File: src/design/cache_pkg.sv
package cache_pkg;

    // line address and line width
    localparam int ADDR_W = 28;
    localparam int DATA_W = 128;

    // fixed by the single lru bit per set
    localparam int NUM_WAYS = 2;

    typedef logic [ADDR_W-1:0] addr_t;
    typedef logic [DATA_W-1:0] line_t;
    typedef logic              way_t;

    // controller states
    typedef enum logic [1:0]
    {
        ST_LOOKUP,
        ST_WRITEBACK,
        ST_REFILL
    } cache_state_t;

endpackage
File: src/design/array_if.sv
`timescale 1ns/1ps

interface array_if
    import cache_pkg::*;
#(
    parameter int NUM_SETS = 64
)
();
    localparam int IDX_W = $clog2(NUM_SETS);
    localparam int TAG_W = ADDR_W - IDX_W;

    // lookup address and write data from the processor port
    addr_t            addr;
    line_t            wdata;

    // tag side results
    logic             hit;
    way_t             hit_way;
    way_t             victim_way;
    logic             victim_dirty;
    logic [TAG_W-1:0] victim_tag;

    // data side results
    line_t            rd_line;
    line_t            victim_line;

    // update strobes from the controller
    logic             touch;
    logic             write_hit;
    logic             fill;
    line_t            fill_line;

    modport ctrl
    (
        input  hit,
        input  victim_dirty,
        input  victim_tag,
        input  victim_line,
        output touch,
        output write_hit,
        output fill,
        output fill_line
    );

    modport tags
    (
        input  addr,
        input  touch,
        input  write_hit,
        input  fill,
        output hit,
        output hit_way,
        output victim_way,
        output victim_dirty,
        output victim_tag
    );

    modport data
    (
        input  addr,
        input  write_hit,
        input  fill,
        input  hit_way,
        input  victim_way,
        input  wdata,
        input  fill_line,
        output rd_line,
        output victim_line
    );

endinterface

File: src/design/cache_ctrl.sv
`timescale 1ns/1ps

module cache_ctrl
    import cache_pkg::*;
(
    input  logic  clk,
    input  logic  proc_reset,
    input  logic  proc_read,
    input  logic  proc_write,
    input  addr_t proc_addr,
    output logic  proc_stall,
    output logic  mem_read,
    output logic  mem_write,
    output addr_t mem_addr,
    output line_t mem_wdata,
    input  line_t mem_rdata,
    input  logic  mem_ready,
    array_if.ctrl bus
);
    // tag width follows the array geometry
    localparam int TAG_W = $bits(bus.victim_tag);
    localparam int IDX_W = ADDR_W - TAG_W;

    cache_state_t state;
    cache_state_t state_nxt;

    logic  req;
    logic  lookup;
    logic  miss;
    addr_t wb_addr;

    assign req    = proc_read | proc_write;
    assign lookup = (state == ST_LOOKUP);
    assign miss   = req & ~bus.hit;

    // victim line goes back to its own address
    assign wb_addr = {bus.victim_tag, proc_addr[IDX_W-1:0]};

    // next state
    always_comb
    begin
        state_nxt = state;
        case (state)
            ST_LOOKUP:
            begin
                if (miss)
                begin
                    state_nxt = bus.victim_dirty ? ST_WRITEBACK : ST_REFILL;
                end
            end
            ST_WRITEBACK:
            begin
                if (mem_ready)
                begin
                    state_nxt = ST_REFILL;
                end
            end
            ST_REFILL:
            begin
                if (mem_ready)
                begin
                    state_nxt = ST_LOOKUP;
                end
            end
            default:
            begin
                state_nxt = ST_LOOKUP;
            end
        endcase
    end

    always_ff @(posedge clk)
    begin
        if (proc_reset)
        begin
            state <= ST_LOOKUP;
        end
        else
        begin
            state <= state_nxt;
        end
    end

    // processor side
    assign proc_stall = req & (~bus.hit | ~lookup);

    // array update strobes
    assign bus.touch     = lookup & proc_read & bus.hit;
    assign bus.write_hit = lookup & proc_write & bus.hit;
    assign bus.fill      = (state == ST_REFILL) & mem_ready;
    assign bus.fill_line = mem_rdata;

    // memory side, held steady until mem_ready
    always_comb
    begin
        mem_read  = (state == ST_REFILL);
        mem_write = (state == ST_WRITEBACK);
        mem_wdata = bus.victim_line;
        if (state == ST_WRITEBACK)
        begin
            mem_addr = wb_addr;
        end
        else
        begin
            mem_addr = proc_addr;
        end
    end

endmodule

File: src/flat_wrapper.sv
// flat-port wrapper written by rule: the top's interface ports become plain ports
module cache_ctrl_flat import cache_pkg::*;
  (clk, proc_reset, proc_read, proc_write, proc_addr, proc_stall, mem_read, mem_write, mem_addr, mem_wdata, mem_rdata, mem_ready, bus_hit, bus_victim_dirty, bus_victim_tag, bus_victim_line, bus_touch, bus_write_hit, bus_fill, bus_fill_line);
  array_if bus_i ();
  input  logic clk;
  input  logic proc_reset;
  input  logic proc_read;
  input  logic proc_write;
  input  addr_t proc_addr;
  output logic proc_stall;
  output logic mem_read;
  output logic mem_write;
  output addr_t mem_addr;
  output line_t mem_wdata;
  input  line_t mem_rdata;
  input  logic mem_ready;
  input wire logic [$bits(bus_i.hit)-1:0] bus_hit;
  input wire logic [$bits(bus_i.victim_dirty)-1:0] bus_victim_dirty;
  input wire logic [$bits(bus_i.victim_tag)-1:0] bus_victim_tag;
  input wire logic [$bits(bus_i.victim_line)-1:0] bus_victim_line;
  output wire logic [$bits(bus_i.touch)-1:0] bus_touch;
  output wire logic [$bits(bus_i.write_hit)-1:0] bus_write_hit;
  output wire logic [$bits(bus_i.fill)-1:0] bus_fill;
  output wire logic [$bits(bus_i.fill_line)-1:0] bus_fill_line;
  assign bus_i.hit = bus_hit;
  assign bus_i.victim_dirty = bus_victim_dirty;
  assign bus_i.victim_tag = bus_victim_tag;
  assign bus_i.victim_line = bus_victim_line;
  assign bus_touch = bus_i.touch;
  assign bus_write_hit = bus_i.write_hit;
  assign bus_fill = bus_i.fill;
  assign bus_fill_line = bus_i.fill_line;
  cache_ctrl u_core (.clk(clk), .proc_reset(proc_reset), .proc_read(proc_read), .proc_write(proc_write), .proc_addr(proc_addr), .proc_stall(proc_stall), .mem_read(mem_read), .mem_write(mem_write), .mem_addr(mem_addr), .mem_wdata(mem_wdata), .mem_rdata(mem_rdata), .mem_ready(mem_ready), .bus(bus_i));
endmodule
File: config.mk
export PLATFORM = sky130hd
export DESIGN_NAME = cache_ctrl_flat
export DESIGN_NICKNAME = d
export VERILOG_FILES = /design/src/design/cache_pkg.sv /design/src/design/array_if.sv /design/src/design/cache_ctrl.sv /design/src/flat_wrapper.sv
export SDC_FILE = /design/constraint.sdc
export NUM_CORES = 1
export LEC_CHECK = 0
export ABC_AREA = 1
export CORE_AREA = 2 2 238 240
export CTS_CLUSTER_SIZE = 30
export DETAILED_ROUTE_END_ITERATION = 6
export DIE_AREA = 0 0 240 242
export DONT_BUFFER_PORTS = 1
export PLACE_DENSITY_LB_ADDON = 0.05
export SLEW_MARGIN = 20
export SYNTH_ARGS = -nofsm -noshare
export SYNTH_HDL_FRONTEND = slang
export SYNTH_SLANG_ARGS = --single-unit
File: constraint.sdc
create_clock -name clk -period 1.6 [get_ports clk]
set_clock_uncertainty 0.15 [all_clocks]
set_input_delay 0.32 -clock clk [delete_from_list [all_inputs] [get_ports clk]]
set_output_delay 0.32 -clock clk [all_outputs]
set_load 0.02 [all_outputs]
# Word level (Yosys, flattened, before mapping)
# Index checks and enable logic that the tools add are counted.
# totals
elab_cells,25
latch_bits,0
ramBits,0
mem_bits_ro,0
n_memories,0
input_bits,313
ff_bits,2
# classes
muxes,6
n_bitwise,11
order_cmp,0
n_shift,0
multipliers,0
n_reduce_logical,2
n_eq_ne,5
add_sub_neg,0
div,0
# op_table
operator,n
$mux 28,1
$mux 2,4
$and 1x1->1,7
$pmux 2 s3,1
$ne 2x1->1 const B,2
$reduce_and 3->1,1
$eq 2x1->1 const B,1
$eq 2x2->1 const B,1
$logic_not 2->1,1
$ne 2x2->1 const B,1
$not 1->1,2
$or 1x1->1,2

# Logic depth before layout (Yosys ltp)
# Gate-level depths: netlist of run 1.
# logic_depth
depth_word,4
mapped_depth,7
mapped_depth_nobuf,7

# Worst setup path after synthesis of run 1
# OpenSTA, ideal clock, no wires.
# synth_path
path_kind,register -> output
start,register u_core.state[0]
end,output mem_addr[15]
required_ps,1130
path_stages_with_launch,6
t_arrival_ps,925
path_buffers,1
slack_ps,205
cell_sequence,dfxtp_1 nand2_4 inv_4 buf_8 nand2_2 nand2_1
# synth_via
elab_chain_len,2
# synth_lines
element,line_no,rtl
"start, declared",cache_ctrl.sv:24,cache_state_t state;
"start signal, assigned",cache_ctrl.sv:80,state <= state_nxt;
$eq 2x1->1,-,
named net mem_write,flat_wrapper.sv:12,output logic mem_write;
$mux 28,cache_ctrl.sv:99,if (state == ST_WRITEBACK)
"end, declared",flat_wrapper.sv:13,output addr_t mem_addr;
# The timed path passes the listed nets, and every way through them passes these cells.

# Worst setup path in the final report of run 1
# layout_path
start,register u_core.state[1]
end,output mem_addr[19]
# layout_via
elab_chain_len,2
# layout_lines
element,line_no
$eq 2x1->1,cache_ctrl.sv:99
$mux 28,cache_ctrl.sv:99
# No other way between the ends.

==> results of run 1 <==
==> per-layer routing <==
| layer | vias up | wire (microns) | track usage, % |
|---|---|---|---|
| li1 | 325 | - | - |
| met4 | 0 | 776 | 3.03 |
| met3 | 68 | 1720 | 2.19 |
| met5 | - | 0 | 0 |
| met1 | 437 | 1460 | 1.23 |
| met2 | 207 | 4040 | 4.43 |
==> per-stage QoR <==
stage / setup WS, ns / power [mW]
final: -0.0130 / 1.53
after global routing: -0.0801 / 1.64
after CTS: -0.0383 / 1.52
after detailed placement: 0.0141 / 0.851
after global placement: 0.0169 / 0.878
after floorplan: 0.205 / 1.59
==> worst max-delay path, cell delays in order (launching register included) <==
cell and delay (ns):
dfxtp_2 0.33, inv_4 0.07, nand2_8 0.09, buf_12 0.15
buf_16 0.14, nand2_2 0.08, nand2_4 0.07
==> cell type report <==
cell class	count	area, sq um
Timing Repair Buffer	12	163
Fill cell	6710	53900
Tap cell	756	946
Sequential cell	2	45.0
Multi-Input combinational cell	87	581
Clock buffer	3	75.1
Inverter	9	48.8
==> worst max path at each step <==
| stage | startpoint | endpoint | depth (start not counted) | slack, ns |
|---|---|---|---|---|
| 6_report | u_core.state[1] | mem_addr[19] | 6 | -0.01 |
| 5_1_grt | u_core.state[0] | bus_write_hit | 5 | -0.08 |
| 4_1_cts | u_core.state[1] | mem_addr[17] | 6 | -0.04 |
| 3_5_place_dp | u_core.state[0] | mem_addr[10] | 4 | 0.01 |
| 3_3_place_gp | u_core.state[1] | mem_addr[21] | 6 | 0.02 |
| 2_1_floorplan | u_core.state[0] | mem_addr[15] | 5 | 0.21 |
==> power by group through the flow <==
stage	Sequential, mW	Clock (mW)	Combinational (mW)
detailed placement	0.0735	0	0.778
finish	0.0868	0.368	1.07
global route	0.0896	0.384	1.17
floorplan	0.0772	0	1.51
global placement	0.0735	0	0.805
CTS	0.0849	0.375	1.06
==> layout by cell type (no fill, tap or decap), drive strengths merged <==
master / instances
clkbuf: 3
nand2: 74
nand3: 2
inv: 9
o21ai: 3
a21oi: 1
buf: 12
nor2: 6
o21a: 1
dfxtp: 2
==> what timing repair did <==
item	in CTS	in global routing
endpoints found under the setup margin	27	26
gates cloned	1	0
pin swaps	13	18
gates resized for setup	61	11
setup buffers	2	0
==> cell families (layout without fill, tap and decap cells) <==
logic type,after synthesis,count (layout),synth area share [%]
AO/OA/AOI/OAI,5,5,1.12
buffers and inverters,275,24,83.1
flip-flops,2,2,1.63
AND/OR/NAND/NOR,82,82,14.1
==> results.py, run 1 <==
metrics = {
    "run_status": {
        "outcome": "finished with violations",
        "violations": "negative setup slack",
    },
    "critical_path": {
        "crit_required_ns": 1.13,
        "reg2reg_to": "u_core.state[0]",
        "worstPathMaxFanout": 6,
        "arrival_ns": 1.14,
        "start_kind": "flip-flop",
        "reg2reg_slack_ns": 0.38,
        "critPathCaptureType": "primary output",
        "ff2ff_path_depth": 5,
        "worstReg2RegStart": "u_core.state[0]",
        "crit_type": "reg2out",
    },
    "worst_hold_path": {
        "hold_end": "u_core.state[0]",
        "worst_hold_path.num_cells": 3,
        "min-delay-start": "proc_reset",
        "holdCritPathClass": "in2reg",
    },
    "layout": {
        "areaGrowthSynthToFinish_pct": -24.5,
        "fin_cells": 869,
        "drive_gt1_share_pct": 61.9,
        "largest_reg_flops": 2,
        "layout.nets": 428,
        "final_util_pct": 3.33,
        "final_area_sq_um": 1860,
        "reg.largest.list": "u_core.state: 2 flops",
        "antenna_cells": 0,
        "regMostFlops": "u_core.state",
    },
    "floorplan": {
        "row_count": 87,
        "die_height_microns": 242,
        "io_pins": 603,
        "start_util_pct": 4.41,
        "die-width_microns": 240,
        "dieArea_sq_um": 58100,
        "core_area_sq_um": 55700,
    },
    "drt": {
        "drcViolationCount": 0,
        "ant_nets": 0,
        "wirelength_microns": 8000,
        "vias_per_cell": 1.19,
        "drt_pass1_iterations": 4,
        "vias": 1037,
        "first_iter_violations": 32,
        "wl_per_cell_microns": 9.20,
    },
    "grt": {
        "gr-total-overflow": 0,
        "grt_max_degree": 24,
        "track_usage_pct": 2.53,
        "grt_pass1_wl_microns": 9660,
        "grt_pass1_vias": 1162,
        "antenna_found_initial": 0,
    },
    "timing": {
        "fin_crit_sh_pct": 101,
        "setup_ws_ns": -0.0130,
        "hold_ws_ns": 0.133,
        "worst_pin_slew_ns": 0.181,
        "fin_crit_ns": 1.61,
        "slew_violations": 0,
        "slew_headroom_pct": 87.8,
        "setup_tns_ns": -0.0329,
        "fmax_mhz": 620,
        "hold_viol_final": 0,
        "rsz0062_at_grt": "yes",
        "setup_violations": 4,
    },
    "synthesis": {
        "synth.area.top_cells": "buf_4, nand2_1, nand2_2, dfxtp_1, inv_1",
        "synthesis.nets": 677,
        "avgSynthCellArea_sq_um": 6.76,
        "yosysTopAreaCell": "buf_4",
        "synth_top_flop_cell": "dfxtp_1",
        "synth_area_sq_um": 2460,
        "async_flop_share_pct": 0,
        "synthTopCellsByCount": "buf_4, nand2_1, nand2_2",
        "synth-seq-cells": 2,
        "synth_top_cell_area_share_pct": 80.6,
        "synth_edf_count": 0,
        "yosysWarningCount": 0,
        "synth.distinct_cells": 14,
        "synthCells": 364,
        "seq_area_frac_synth_pct": 1.63,
        "synth.most_common_cell": "buf_4",
    },
    "pwr": {
        "p_leak_nw": 0.466,
        "vdd_drop_max_uv": 237,
        "p_clk_share_pct": 24.1,
        "p_int_uw": 751,
        "power.density_nw_per_um2": 821,
        "swShare_pct": 50.8,
        "p_seq_share_pct": 5.7,
        "p_sw_uw": 774,
        "comb_power_share_pct": 70.2,
    },
    "placed_design": {
        "place_inst": 863,
        "hpwl_microns": 6890,
        "gp_congestion": 0.591,
        "io_buffers": 0,
        "dpl_cell_area_sq_um": 1490,
    },
    "clock_tree": {
        "insertion_delay_ns": 0.22,
        "cts_made_buffers": 3,
        "cts_tree": "yes",
        "cts_root_buf": "clkbuf_16",
        "cts_sinks": 2,
        "cts_hold_buf": 0,
        "clockBufferDepth": 2,
        "htree_levels": 1,
        "cts.reportedPaths.clkPinSlew_ns": 0.03,
    },
    "job": {
        "cap_violations": 0,
    },
}
No activity file was read; power rests on OpenSTA's default activity.
==> run 2, diff against run 1 <==
--- a/config.mk
+++ b/config.mk
@@ -5,13 +5,13 @@
 export SDC_FILE = /design/constraint.sdc
 export NUM_CORES = 1
 export LEC_CHECK = 0
-export ABC_AREA = 1
-export CORE_AREA = 2 2 238 240
+export CORE_AREA = 2 2 236 238
 export CTS_CLUSTER_SIZE = 30
 export DETAILED_ROUTE_END_ITERATION = 6
-export DIE_AREA = 0 0 240 242
+export DIE_AREA = 0 0 238 240
 export DONT_BUFFER_PORTS = 1
 export PLACE_DENSITY_LB_ADDON = 0.05
+export SKIP_LAST_GASP = 1
 export SLEW_MARGIN = 20
 export SYNTH_ARGS = -nofsm -noshare
 export SYNTH_HDL_FRONTEND = slang
==> results.py, run 2 <==
metrics = {
    "run_status": {
        "outcome": "finished with violations",
        "violations": "negative setup slack",
    },
    "clock_tree": {
        "cts_made_buffers": 3,
        "cts_hold_buf": 0,
        "cts_tree": "yes",
        "clockBufferDepth": 2,
        "insertion_delay_ns": 0.22,
        "htree_levels": 1,
        "cts_sinks": 2,
        "cts_root_buf": "clkbuf_16",
        "cts.reportedPaths.clkPinSlew_ns": 0.03,
    },
    "synthesis": {
        "synth_top_flop_cell": "dfxtp_1",
        "synth_edf_count": 0,
        "async_flop_share_pct": 0,
        "yosysTopAreaCell": "buf_4",
        "synth-seq-cells": 2,
        "synth.area.top_cells": "buf_4, mux2_2, mux2_4, dfxtp_1, buf_6",
        "synth_top_cell_area_share_pct": 81.8,
        "synth_area_sq_um": 2400,
        "synth_top_family_by_area": "buffers and inverters",
        "seq_area_frac_synth_pct": 1.66,
        "synth.most_common_cell": "buf_4",
        "synth_xor_area_share_pct": 0,
        "yosys.area_share.adder_pct": 0,
        "synthTopCellsByCount": "buf_4, mux2_2, mux2_4",
        "synthesis.nets": 617,
        "synthCells": 304,
        "yosysWarningCount": 0,
        "synth.distinct_cells": 18,
        "synth_compound_area_share_pct": 1.04,
        "yosys.area_share.simple_pct": 3.02,
        "avgSynthCellArea_sq_um": 7.91,
        "synth.area.mux_share_pct": 10.9,
    },
    "layout": {
        "largest_reg_flops": 2,
        "layout_common_cells": "mux2_4, buf_4, clkbuf_16, and3_4",
        "drive_gt1_share_pct": 82.0,
        "fin_cells": 755,
        "final_area_sq_um": 1550,
        "layout.nets": 365,
        "reg.largest.list": "u_core.state: 2 flops",
        "areaGrowthSynthToFinish_pct": -35.5,
        "regMostFlops": "u_core.state",
        "final_common_cell": "mux2_4",
    },
    "timing": {
        "setup_ws_ns": -0.103,
        "rsz0062_at_grt": "yes",
        "hold_viol_final": 0,
        "worst_pin_slew_ns": 0.255,
        "fin_crit_ns": 1.70,
        "setup_violations": 24,
        "fin_crit_sh_pct": 106,
        "fmax_mhz": 587,
        "slew_headroom_pct": 82.8,
        "slew_violations": 0,
    },
    "worst_hold_path": {
        "hold_end": "u_core.state[0]",
        "holdCritPathClass": "in2reg",
        "min-delay-start": "proc_reset",
        "worst_hold_path.num_cells": 1,
    },
    "critical_path": {
        "reg2reg_slack_ns": 0.08,
        "ff2ff_path_depth": 3,
        "crit_type": "reg2out",
        "critPathCaptureType": "primary output",
        "worstPathCellList": "nand2b_4, buf_12, mux2_4",
        "worstPathMaxFanout": 12,
        "crit_required_ns": 1.13,
        "cpPeakStageDelay_ns": 0.35,
        "worstReg2RegStart": "u_core.state[0]",
        "slowest_stage": "mux2_4",
        "reg2reg_to": "u_core.state[0]",
        "start_kind": "flip-flop",
        "arrival_ns": 1.23,
    },
    "grt": {
        "use_met2_pct": 3.30,
        "grt_max_degree": 13,
        "antenna_found_initial": 1,
        "grt_pass1_wl_microns": 7250,
        "gr-total-overflow": 0,
        "grt_use_met3_pct": 2.70,
        "grt_pass1_vias": 896,
        "grt-busiest-layer": "met2",
        "track_usage_pct": 1.95,
        "met1_usage_pct": 0.437,
    },
    "placed_design": {
        "dpl_cell_area_sq_um": 1340,
        "place_inst": 749,
        "io_buffers": 0,
        "gp_congestion": 0.551,
    },
    "floorplan": {
        "core_area_sq_um": 54700,
        "row_count": 86,
        "start_util_pct": 4.40,
        "die_height_microns": 240,
        "dieArea_sq_um": 57100,
        "die-width_microns": 238,
        "io_pins": 603,
    },
    "drt": {
        "wirelength_microns": 6330,
        "drt_pass1_iterations": 2,
        "vias": 782,
        "first_iter_violations": 27,
        "wl_per_cell_microns": 8.38,
        "drcViolationCount": 0,
        "ant_nets": 0,
        "vias_per_cell": 1.04,
    },
    "job": {
        "cap_violations": 0,
    },
    "pwr": {
        "p_seq_share_pct": 8.3,
        "p_sw_uw": 195,
        "power.density_nw_per_um2": 441,
        "p_clk_share_pct": 55.3,
        "swShare_pct": 28.5,
        "p_leak_nw": 0.370,
        "comb_power_share_pct": 36.3,
        "vdd_drop_max_uv": 222,
        "power.total_uw": 684,
        "p_int_uw": 489,
    },
}
## run 2: cell types whose count changed in the layout (fill, tap and decap cells not counted), moves of 3 or more
cell / previous run / this run
nand2_2: 29 / 0
nand2_4: 16 / 0
inv_1: 6 / 1
mux2_4: 0 / 22
nand2_1: 27 / 1
o21ai_0: 3 / 0
buf_6: 4 / 0
## run 2: timing repair
action | CTS | global route
cloned | 1 | 0
buffers inserted | 1 | 0
endpoints found under the setup margin | 26 | 25
resized for setup | 30 | 0
## run 2: cell type report
class / count / area [sq um]
fill: 6513 / 53100
tap: 704 / 881
multi-input combinational: 36 / 455
timing repair buffer: 8 / 92.6
clock buffer: 3 / 75.1
sequential: 2 / 41.3
inverter: 1 / 3.75
antenna: 1 / 2.50
## run 2: kinds of logic (layout without fill, tap and decap cells)
kind of cell	Yosys count	after routing
and+or+nand+nor	11	11
AOI/OAI and AO/OA	3	3
buffers and inverters	266	12
other	0	1
DFF	2	2
muxes	22	22
## run 2: worst max-delay path, delay by kind of cell, from the launching register on
family        cells  cell delay (ns)
buf+inv           1             0.17
mux               1             0.35
simple gates      1             0.17
flops             1             0.31
## run 2: layer usage
metal	wire (microns)	up-vias
met2	3070	252
met4	611	0
met5	0	-
met1	765	282
li1	-	173
met3	1880	75
## run 2: metrics by stage
step / TNS [ns] / util (%) / hold WS, ns / worst slack [ns]
final: -2.06 / 2.84 / 0.00977 / -0.103
after global routing: -2.63 / 2.84 / 0.00893 / -0.127
after CTS: -2.21 / 2.83 / 0.00926 / -0.107
after detailed placement: 0 / 2.46 / 0.245 / 0.0669
after global placement: 0 / 2.46 / 0.246 / 0.0461
after floorplan: 0 / - / 0.235 / 0.00320
## run 2: worst max path at each step
stage,cells after the start,startpoint,end,slack [ns]
after detailed placement,3,u_core.state[1],mem_addr[13],0.07
after global placement,3,u_core.state[1],mem_addr[13],0.05
after global routing,3,u_core.state[1],mem_addr[13],-0.13
final,3,u_core.state[1],mem_addr[13],-0.10
after CTS,3,u_core.state[1],mem_addr[13],-0.11
after floorplan,4,u_core.state[1],mem_addr[15],0.003
## run 2: power by group through the flow
stage	clock network [mW]	logic, mW	registers, mW
6_report	0.378	0.248	0.0570
4_1_cts	0.389	0.251	0.0571
3_3_place_gp	0	0.212	0.0567
5_1_grt	0.392	0.263	0.0572
2_1_floorplan	0	1.12	0.0582
3_5_place_dp	0	0.203	0.0563
==> run 3, diff against run 2 <==
--- a/config.mk
+++ b/config.mk
@@ -5,10 +5,10 @@
 export SDC_FILE = /design/constraint.sdc
 export NUM_CORES = 1
 export LEC_CHECK = 0
-export CORE_AREA = 2 2 236 238
+export CORE_AREA = 2 2 237 239
 export CTS_CLUSTER_SIZE = 30
 export DETAILED_ROUTE_END_ITERATION = 6
-export DIE_AREA = 0 0 238 240
+export DIE_AREA = 0 0 239 241
 export DONT_BUFFER_PORTS = 1
 export PLACE_DENSITY_LB_ADDON = 0.05
 export SKIP_LAST_GASP = 1
==> results.py, run 3 (synthesis results as in run 2) <==
metrics = {
    "run_status": {
        "outcome": "finished with violations",
        "violations": "negative setup slack",
    },
    "placed_design": {
        "dp_slack_ns": 0.0564,
        "gp_congestion": 0.526,
        "io_buffers": 0,
        "hpwl_microns": 5450,
        "dpl_cell_area_sq_um": 1340,
    },
    "grt": {
        "grt_max_degree": 13,
        "grt_pass1_wl_microns": 7470,
        "track_usage_pct": 1.91,
        "antenna_found_initial": 0,
        "grt_pass1_vias": 945,
        "gr-total-overflow": 0,
    },
    "floorplan": {
        "core_area_sq_um": 54900,
        "dieArea_sq_um": 57600,
        "row_count": 86,
        "start_util_pct": 4.38,
        "die-width_microns": 239,
        "die_height_microns": 241,
        "io_pins": 603,
    },
    "timing": {
        "fmax_mhz": 586,
        "hold_viol_final": 0,
        "setup_ws_ns": -0.107,
        "worst_pin_slew_ns": 0.282,
        "fin_crit_sh_pct": 107,
        "slew_violations": 0,
        "setup_tns_ns": -2.17,
        "slew_headroom_pct": 81.1,
        "setup_violations": 23,
        "hold_ws_ns": 0.00444,
        "fin_crit_ns": 1.71,
        "rsz0062_at_grt": "yes",
    },
    "critical_path": {
        "arrival_ns": 1.24,
        "crit_required_ns": 1.13,
        "worstPathMaxFanout": 6,
        "crit_type": "reg2out",
        "ff2ff_path_depth": 3,
        "critPathCaptureType": "primary output",
        "start_kind": "flip-flop",
    },
    "drt": {
        "ant_nets": 0,
        "drcViolationCount": 0,
        "vias_per_cell": 1.09,
        "vias": 822,
        "drt_pass1_iterations": 2,
        "wirelength_microns": 6470,
        "first_iter_violations": 24,
        "wl_per_cell_microns": 8.57,
    },
    "layout": {
        "final_common_cell": "mux2_4",
        "final_area_sq_um": 1580,
        "fillers": 6543,
        "layout_common_cells": "mux2_4, buf_4, clkbuf_16",
        "regMostFlops": "u_core.state",
        "layout.nets": 366,
        "drive_gt1_share_pct": 84.3,
        "areaGrowthSynthToFinish_pct": -34.4,
        "reg.largest.list": "u_core.state: 2 flops",
        "antenna_cells": 0,
        "largest_reg_flops": 2,
        "multi_input_area_sq_um": 452,
        "seqCellArea_sq_um": 45.0,
    },
    "pwr": {
        "power.density_nw_per_um2": 434,
        "power.total_uw": 685,
        "p_leak_nw": 0.386,
        "vdd_drop_max_uv": 149,
    },
    "worst_hold_path": {
        "worst_hold_path.num_cells": 1,
        "holdCritPathClass": "in2reg",
    },
    "clock_tree": {
        "htree_levels": 1,
        "cts_root_buf": "clkbuf_16",
        "cts.reportedPaths.clkPinSlew_ns": 0.03,
        "insertion_delay_ns": 0.22,
        "cts_made_buffers": 3,
        "clockBufferDepth": 2,
        "cts_tree": "yes",
        "cts_sinks": 2,
    },
    "job": {
        "cap_violations": 0,
    },
}
## run 3: cell count changes in the layout (fill, tap and decap cells not counted), sizes merged
cell and change:
clkbuf +1, diode -1
## run 3: final timing paths
path,start,end,slack [ns]
setup / recovery,u_core.state[1],mem_addr[16],-0.11
hold reg to reg,u_core.state[1],u_core.state[0],0.39
hold / removal,proc_reset,u_core.state[0],0.004
setup reg to reg,u_core.state[0],u_core.state[0],0.13
## run 3: timing repair
| item | CTS | global route |
|---|---|---|
| hold buffers | 0 | 0 |
| hold endpoints to repair | 0 | 0 |
| cloned | 1 | 1 |
| endpoints found under the setup margin | 26 | 27 |
| buffers inserted | 1 | 0 |
| gates resized for setup | 27 | 5 |
## run 3: area by class of cell
type / count / share of cell area (%)
Timing Repair Buffer: 9 / 7.69
Tap cell: 704 / 55.8
Sequential cell: 2 / 2.85
Inverter: 1 / 0.238
Clock buffer: 3 / 4.76
Multi-Input combinational cell: 36 / 28.6
## run 3: power by group
part,internal [mW],leakage (nW),switching [mW]
clock,0.318,0.0370,0.0591
combinational,0.121,0.332,0.130
sequential,0.0540,0.0175,0.00317
## run 3: metal layers
layer | GRT usage, % | routed length [microns]
met3 | 2.61 | 1880
met2 | 3.32 | 3160
met4 | 1.91 | 512
met5 | 0 | 0
met1 | 0.551 | 914
## run 3: critical path: stages (launching register included)
cell       delay [ns]
dfxtp_2          0.32
nand2b_4         0.18
clkbuf_16        0.18
mux2_4           0.34
## run 3: stage by stage
step           cells  utilization (%)
6_report         755             2.88
5_1_grt          755             2.88
4_1_cts          754             2.80
3_5_place_dp     749             2.45
3_3_place_gp     749             2.45
2_1_floorplan    304                -
